**src/verilog/core_pkg.sv**
```systemverilog
package core_pkg;

    localparam int xlen       = 64;
    localparam int ilen       = 32;
    localparam int reg_addr_w = 5;

    localparam logic [xlen-1:0] reset_pc = '0;
    // addi x0, x0, 0
    localparam logic [ilen-1:0] nop_inst = 32'h0000_0013;

    localparam logic [6:0] opc_op     = 7'b0110011;
    localparam logic [6:0] opc_op_imm = 7'b0010011;
    localparam logic [6:0] opc_load   = 7'b0000011;
    localparam logic [6:0] opc_store  = 7'b0100011;
    localparam logic [6:0] opc_branch = 7'b1100011;
    localparam logic [6:0] opc_jal    = 7'b1101111;

    typedef enum logic [3:0] {
        alu_add,
        alu_sub,
        alu_and,
        alu_or,
        alu_xor,
        alu_slt
    } alu_op_t;

    typedef enum logic [1:0] {
        wb_alu,
        wb_load,
        wb_pc4
    } wb_sel_t;

    typedef struct packed {
        logic    reg_we;
        logic    mem_we;
        logic    mem_re;
        logic    is_branch;
        logic    is_jal;
        logic    bne;
        logic    use_imm;
        logic    use_rs1;
        logic    use_rs2;
        alu_op_t alu_op;
        wb_sel_t wb_sel;
    } ctrl_t;

    typedef struct packed {
        logic [xlen-1:0] pc;
        logic [ilen-1:0] inst;
    } if_id_t;

    typedef struct packed {
        logic [xlen-1:0]       pc;
        logic [ilen-1:0]       inst;
        ctrl_t                 ctrl;
        logic [reg_addr_w-1:0] rd;
        logic [xlen-1:0]       rs1_data;
        logic [xlen-1:0]       rs2_data;
        logic [xlen-1:0]       imm;
    } id_exe_t;

    typedef struct packed {
        logic [xlen-1:0]       pc;
        logic [ilen-1:0]       inst;
        ctrl_t                 ctrl;
        logic [reg_addr_w-1:0] rd;
        logic [xlen-1:0]       alu_result;
        logic [xlen-1:0]       store_data;
    } exe_mem_t;

    typedef struct packed {
        logic [xlen-1:0]       pc;
        logic [ilen-1:0]       inst;
        logic                  reg_we;
        logic [reg_addr_w-1:0] rd;
        wb_sel_t               wb_sel;
        logic [xlen-1:0]       alu_result;
        logic [xlen-1:0]       load_data;
        logic [xlen-1:0]       pc4;
    } mem_wb_t;

endpackage

```
**src/verilog/decoder.sv**
```systemverilog
`timescale 1ns/1ps

module decoder (
    input  logic [core_pkg::ilen-1:0]       inst,
    output core_pkg::ctrl_t                 ctrl,
    output logic [core_pkg::xlen-1:0]       imm,
    output logic [core_pkg::reg_addr_w-1:0] rd,
    output logic [core_pkg::reg_addr_w-1:0] rs1,
    output logic [core_pkg::reg_addr_w-1:0] rs2
);
    import core_pkg::*;

    logic [6:0] opcode;
    logic [2:0] funct3;
    logic       funct7_5;

    assign opcode   = inst[6:0];
    assign funct3   = inst[14:12];
    assign funct7_5 = inst[30];
    assign rd       = inst[11:7];
    assign rs1      = inst[19:15];
    assign rs2      = inst[24:20];

    always_comb begin
        ctrl = '0;
        imm  = '0;
        case (opcode)
            opc_op: begin
                ctrl.reg_we  = 1'b1;
                ctrl.use_rs1 = 1'b1;
                ctrl.use_rs2 = 1'b1;
                case (funct3)
                    3'b000:  ctrl.alu_op = funct7_5 ? alu_sub : alu_add;
                    3'b010:  ctrl.alu_op = alu_slt;
                    3'b100:  ctrl.alu_op = alu_xor;
                    3'b110:  ctrl.alu_op = alu_or;
                    3'b111:  ctrl.alu_op = alu_and;
                    default: ctrl = '0;
                endcase
            end
            opc_op_imm: begin
                ctrl.reg_we  = 1'b1;
                ctrl.use_rs1 = 1'b1;
                ctrl.use_imm = 1'b1;
                imm = {{(xlen-12){inst[31]}}, inst[31:20]};
                case (funct3)
                    3'b000:  ctrl.alu_op = alu_add;
                    3'b100:  ctrl.alu_op = alu_xor;
                    3'b110:  ctrl.alu_op = alu_or;
                    3'b111:  ctrl.alu_op = alu_and;
                    default: ctrl = '0;
                endcase
            end
            opc_load: begin
                ctrl.reg_we  = 1'b1;
                ctrl.mem_re  = 1'b1;
                ctrl.use_rs1 = 1'b1;
                ctrl.use_imm = 1'b1;
                ctrl.wb_sel  = wb_load;
                imm = {{(xlen-12){inst[31]}}, inst[31:20]};
            end
            opc_store: begin
                ctrl.mem_we  = 1'b1;
                ctrl.use_rs1 = 1'b1;
                ctrl.use_rs2 = 1'b1;
                ctrl.use_imm = 1'b1;
                imm = {{(xlen-12){inst[31]}}, inst[31:25], inst[11:7]};
            end
            opc_branch: begin
                // beq / bne only
                if (funct3[2:1] == 2'b00) begin
                    ctrl.is_branch = 1'b1;
                    ctrl.bne       = funct3[0];
                    ctrl.use_rs1   = 1'b1;
                    ctrl.use_rs2   = 1'b1;
                end
                imm = {{(xlen-12){inst[31]}}, inst[7], inst[30:25], inst[11:8], 1'b0};
            end
            opc_jal: begin
                ctrl.reg_we = 1'b1;
                ctrl.is_jal = 1'b1;
                ctrl.wb_sel = wb_pc4;
                imm = {{(xlen-20){inst[31]}}, inst[19:12], inst[20], inst[30:21], 1'b0};
            end
            default: ;
        endcase
    end

endmodule

```
**config.mk**
```make
export PLATFORM = sky130hd
export DESIGN_NAME = decoder
export DESIGN_NICKNAME = d
export VERILOG_FILES = /design/src/verilog/core_pkg.sv /design/src/verilog/decoder.sv
export SDC_FILE = /design/constraint.sdc
export NUM_CORES = 1
export LEC_CHECK = 0
export BUFFER_PORTS_ARGS = -buffer_cell sky130_fd_sc_hd__clkbuf_2
export CORE_MARGIN = 4
export CORE_UTILIZATION = 34
export DETAILED_ROUTE_END_ITERATION = 12
export MAX_ROUTING_LAYER = met4
export PLACE_DENSITY = 0.87
export SLEW_MARGIN = 25
export SYNTH_ARGS = -nofsm -noshare
export SYNTH_HDL_FRONTEND = slang
export SYNTH_SLANG_ARGS = --single-unit
export TNS_END_PERCENT = 1
```
**constraint.sdc**
```tcl
create_clock -name vclk -period 3.62
set_clock_uncertainty 0.2 [all_clocks]
set_input_delay 0.362 -clock vclk [all_inputs]
set_output_delay 0.362 -clock vclk [all_outputs]
set_load 0.02 [all_outputs]
```
* Word-level counts from Yosys, hierarchy flattened
Index checks and enable logic that the tools add are counted.
** Operators by class
- Equal/unequal tests :: 10
- Reduce and logical (&&, ||, !) cells :: 7
- Multiplexer cells :: 20
** Operators with widths (number)
- $pmux W64 S4 :: 1
- $pmux W1 S3 :: 7
- $mux W9 :: 2
- $pmux W3 S5 :: 1
- $eq A7 B6 Y1 const B :: 2
- $eq A7 B7 Y1 const B :: 2
- $eq A3 B3 Y1 const B :: 3
- $pmux W3 S3 :: 1
- $pmux W1 S4 :: 2
- $pmux W4 S2 :: 1
- $eq A7 B2 Y1 const B :: 1
- $eq A7 B5 Y1 const B :: 1
- $reduce_or A2 Y1 :: 3
- $reduce_or A5 Y1 :: 1
- $pmux W2 S2 :: 1
- $reduce_or A4 Y1 :: 1
- $eq A3 B2 Y1 const B :: 1
- $logic_not A3 Y1 :: 1
- $mux W1 :: 3
- $logic_not A2 Y1 :: 1
- $mux W2 :: 1
** Word-level totals
- Input bits :: 32
- Logic and storage cells :: 37
- Output and inout port bits :: 94
- Register bits :: 0

* Depth between registers and ports, before layout
- Depth after elaboration :: 4
- Depth in mapped cells :: 5
- Gate-level depth less buffers :: 3

* Least setup slack after synthesis
Ideal clock, no wire load.
- Kind :: in2out
- Start point :: in inst[5] (netlist name)
- End point :: out imm[21] (netlist name)
- Required time :: 3.058 ns
- Data arrival time :: 3.273 ns
- Path buffers :: 2
- Slack :: -0.215 ns
- Stages :: 4
- Cell sequence :: or4_4 > buf_6 > a21oi_1 > buf_4
** Between the ends
- Word-level cells in the longest chain between the ends :: 3
- Elaborated cells on any way between the ends :: 7
- Classes of those cells :: eq/ne (5); mux (1); reduce/logical (1)
** Ends and longest elaborated chain
- start: declaration :: RTL line decoder.sv:4 : input logic [core_pkg::ilen-1:0] inst,
- $eq A7 B5 Y1 / $eq A7 B2 Y1 (equally long branches) :: RTL line decoder.sv:27 : case (opcode)
- $reduce_or A2 Y1 (no source line)
- $pmux W64 S4 (*) :: RTL line decoder.sv:27
- end: declaration :: RTL line decoder.sv:6 : output logic [core_pkg::xlen-1:0] imm,
Every way passes the cells marked *; elsewhere a longest branch is shown, timed or not.

* Final worst setup path
- Start point :: in inst[5] (netlist name)
- End point :: out imm[39] (netlist name)
Same word-level chain as after synthesis.

==> impl_results.html <==
<table>
<tr><th>Metric</th><th>Value</th></tr>
<tr><th colspan="2">Setup path</th></tr>
<tr><td>Highest-delay cell along the critical path</td><td>sky130_fd_sc_hd__or4_4</td></tr>
<tr><td>Worst path arrival time</td><td>1910 ps</td></tr>
<tr><td>Peak per-stage delay on the critical path</td><td>650 ps</td></tr>
<tr><td>Most used cell along the critical path</td><td>sky130_fd_sc_hd__clkbuf_2</td></tr>
<tr><td>CP required</td><td>3060 ps</td></tr>
<tr><td>Critical path type</td><td>in -&gt; out</td></tr>
<tr><td>Sort of element at the start of the critical path</td><td>primary input</td></tr>
<tr><td>Crit-path cells</td><td>clkbuf_2, or4_4, a21oi_2, buf_4, clkbuf_2</td></tr>
<tr><td>Critical Path End Type</td><td>primary output</td></tr>
<tr><td>Largest driver fanout on the critical path</td><td>44</td></tr>
<tr><th colspan="2">Power</th></tr>
<tr><td>Net switching fraction of the power</td><td>0.643</td></tr>
<tr><td>Power per standard cell area</td><td>86.8 nW/um^2</td></tr>
<tr><td>Clk pwr share</td><td>0</td></tr>
<tr><td>Total power consumption of the routed design</td><td>0.104 mW</td></tr>
<tr><td>Internal Power</td><td>0.0372 mW</td></tr>
<tr><td>Switching power</td><td>0.0669 mW</td></tr>
<tr><td>Fraction of power consumed by combinational cells</td><td>1.000</td></tr>
<tr><td>Reported leakage power</td><td>0.824 nW</td></tr>
<tr><td>Highest ir drop seen on vdd</td><td>0.0000506 V</td></tr>
<tr><td>Fraction of power consumed by sequential logic</td><td>0</td></tr>
<tr><th colspan="2">Route</th></tr>
<tr><td>Overall via count from detail_route</td><td>1155</td></tr>
<tr><td>DR WL/cell</td><td>11.8 um</td></tr>
<tr><td>Via density per instance</td><td>4.89</td></tr>
<tr><td>Total wirelength of the detailed-routed design</td><td>2790 um</td></tr>
<tr><td>Number of detailed-routing iterations run before antenna repair</td><td>4</td></tr>
<tr><td>DRC marker count from the first detailed-route iteration</td><td>28</td></tr>
<tr><td>Antenna Violating Nets Remaining</td><td>0</td></tr>
<tr><td>Count of unresolved DRC violations after routing</td><td>0</td></tr>
<tr><th colspan="2">STA</th></tr>
<tr><td>Final Hold Violating Endpoints</td><td>0</td></tr>
<tr><td>Remaining max-slew budget at the tightest pin</td><td>0.670</td></tr>
<tr><td>Final setup viols</td><td>0</td></tr>
<tr><td>RSZ-0062 raised after global routing</td><td>false</td></tr>
<tr><td>Clock period minus worst slack</td><td>2470 ps</td></tr>
<tr><td>Pins over their slew limit</td><td>0</td></tr>
<tr><td>Transition time at the pin with the least slew margin</td><td>492 ps</td></tr>
<tr><td>Final total negative setup slack</td><td>0 ps</td></tr>
<tr><td>Final period utilization</td><td>0.682</td></tr>
<tr><td>FMAX</td><td>405 MHz</td></tr>
<tr><th colspan="2">Floorplanning</th></tr>
<tr><td>Vert. Die Dim</td><td>62.2 um</td></tr>
<tr><td>Area of the die</td><td>3870 um^2</td></tr>
<tr><td>Die outline width</td><td>62.2 um</td></tr>
<tr><td>Num ports</td><td>126</td></tr>
<tr><td>Area of the core</td><td>2780 um^2</td></tr>
<tr><td>Row Count</td><td>19</td></tr>
<tr><td>Starting Density</td><td>0.359</td></tr>
<tr><th colspan="2">Status</th></tr>
<tr><td>Status</td><td>completed</td></tr>
<tr><th colspan="2">Synth</th></tr>
<tr><td>Adder-cell share of the synthesized area</td><td>0</td></tr>
<tr><td>Synth warn</td><td>0</td></tr>
<tr><td>Simple-gate portion of the synthesized area</td><td>0.264</td></tr>
<tr><td>Combinational family with the most area after synthesis</td><td>buffers and inverters</td></tr>
<tr><td>Synthesized netlist net count</td><td>176</td></tr>
<tr><td>Sequential area share after synthesis</td><td>0</td></tr>
<tr><td>Top post-synthesis cells by area</td><td>sky130_fd_sc_hd__buf_4 44%, sky130_fd_sc_hd__a21o_1 6.8%, sky130_fd_sc_hd__a21oi_1 5.0%</td></tr>
<tr><td>Syn Std Cell Area</td><td>1000 um^2</td></tr>
<tr><td>Largest area contributor in the netlist</td><td>sky130_fd_sc_hd__buf_4</td></tr>
<tr><td>Proportion of synthesized area in mux cells</td><td>0</td></tr>
<tr><td>Complex-gate fraction of the synthesized area</td><td>0.249</td></tr>
<tr><td>Post-synthesis area per instance</td><td>6.94 um^2</td></tr>
<tr><td>Area share of xor/xnor cells in the synthesized design</td><td>0</td></tr>
<tr><td>Post-synthesis cell type count</td><td>36</td></tr>
<tr><td>Share of the synthesized area in the top cell type</td><td>0.443</td></tr>
<tr><td>Number of standard cells after synthesis</td><td>144</td></tr>
<tr><th colspan="2">Global routing</th></tr>
<tr><td>Total global routing track utilization</td><td>0.127</td></tr>
<tr><td>Number of antenna violations at the first check in global routing</td><td>0</td></tr>
<tr><td>First-pass GRT wire length</td><td>4350 um</td></tr>
<tr><td>Global-route congestion overflow total</td><td>0</td></tr>
<tr><td>Number of global-route vias before repair</td><td>1006</td></tr>
<tr><td>Pin count of the biggest net entering global routing</td><td>45</td></tr>
<tr><th colspan="2">Place</th></tr>
<tr><td>Port Buffer Count</td><td>125</td></tr>
<tr><td>Final weighted congestion in routability-driven placement</td><td>0.800</td></tr>
<tr><td>Hpwl dp</td><td>2470 um</td></tr>
<tr><th colspan="2">Final layout</th></tr>
<tr><td>Share of cells above drive strength 1</td><td>0.668</td></tr>
<tr><td>Filler Cells Inserted</td><td>270</td></tr>
<tr><td>Antenna diode count</td><td>0</td></tr>
<tr><td>Count of clock-net buffers in the final layout</td><td>0</td></tr>
<tr><td>Num sequential</td><td>0</td></tr>
<tr><td>Final net count</td><td>239</td></tr>
<tr><td>Area overhead of the layout relative to synthesis</td><td>20.0%</td></tr>
<tr><td>Register cell area after layout</td><td>0 um^2</td></tr>
<tr><th colspan="2">Hold path</th></tr>
<tr><td>Hold Path Class</td><td>in -&gt; out</td></tr>
<tr><th colspan="2">CTS</th></tr>
<tr><td>Buffers inserted during post-CTS setup optimization</td><td>0</td></tr>
<tr><td>Number of buffers inserted for hold repair after clock tree synthesis</td><td>0</td></tr>
<tr><td>Post-CTS Resized</td><td>0</td></tr>
<tr><th colspan="2">Flow run</th></tr>
<tr><td>Count of maximum capacitance violations</td><td>0</td></tr>
</table>
per-layer routing:
metal,GRT usage,vias to the layer above,routed length (um)
met5,-,-,0
li1,-,565,-
met2,0.263,88,1420
met3,0.0162,4,392
met1,0.125,498,941
met4,0.0163,0,36
stage by stage:
step	cell area (um^2)	instances	worst slack [ps]	util	hold slack, ps
floorplan	1000	144	583	-	610
global placement	1200	236	1160	0.431	756
detailed placement	1200	236	1130	0.431	757
CTS	1200	236	1120	0.431	758
global route	1200	236	990	0.431	768
finish	1200	236	1150	0.431	756
logic make-up after synthesis:
logic type / after synthesis
and+or+nand+nor: 42
AOI/OAI and AO/OA: 34
other: 1
buffers and inverters: 67
synthesized netlist by cell type, drive strengths merged (2+ instances only):
library cell,count
a21oi,10
nor4,2
a21o,9
buf,62
nor2,4
nand2,10
and3,2
nor3,5
nor2b,6
nand3,3
a32o,4
and2,2
o21ai,5
clkbuf,3
inv,2
worst paths after layout:
| check | startpoint | endpoint | slack (ps) | cells past startpoint |
|---|---|---|---|---|
| hold / removal | inst[18] | rs1[3] | 760 | 2 |
| setup / recovery | inst[5] | imm[39] | 1150 | 5 |
cells in the final DEF, fill, tap and decap left out, drive strengths merged:
cell type and count:
conb 1, a21o 9, a32o 4, o21ai 5, and2 2, nand4 1, and4 1, or4 1
a21oi 10, and4b 1, nor4b 1, nor4bb 1, nor3 5, nand2b 1, nor4 2, nand3b 1
and3 2, nor2b 6, inv 2, nand3 3, o22ai 1, o21bai 1, nand2 10, a21bo 1
buf 1, a211o 1, a311o 1, nor2 4, clkbuf 125, o211ai 1
area by class of cell:
type	count	area, um^2	area share
inverter	2	7.51	0.00626
multi-input combinational	77	520	0.434
tap	31	38.8	0.0323
timing repair buffer	126	633	0.528
power groups by stage:
stage	Combinational, mW	Sequential (mW)	Clock [mW]
finish	0.104	0	0
global route	0.113	0	0
CTS	0.105	0	0
detailed placement	0.104	0	0
global placement	0.103	0	0
floorplan	0.0812	0	0
critical path, delay by kind of cell:
| kind | cells | cell delay [ps] |
|---|---|---|
| simple gates | 1 | 650 |
| compound gates | 1 | 140 |
| buf+inv | 3 | 750 |
Power figures use the tool's default switching activity.
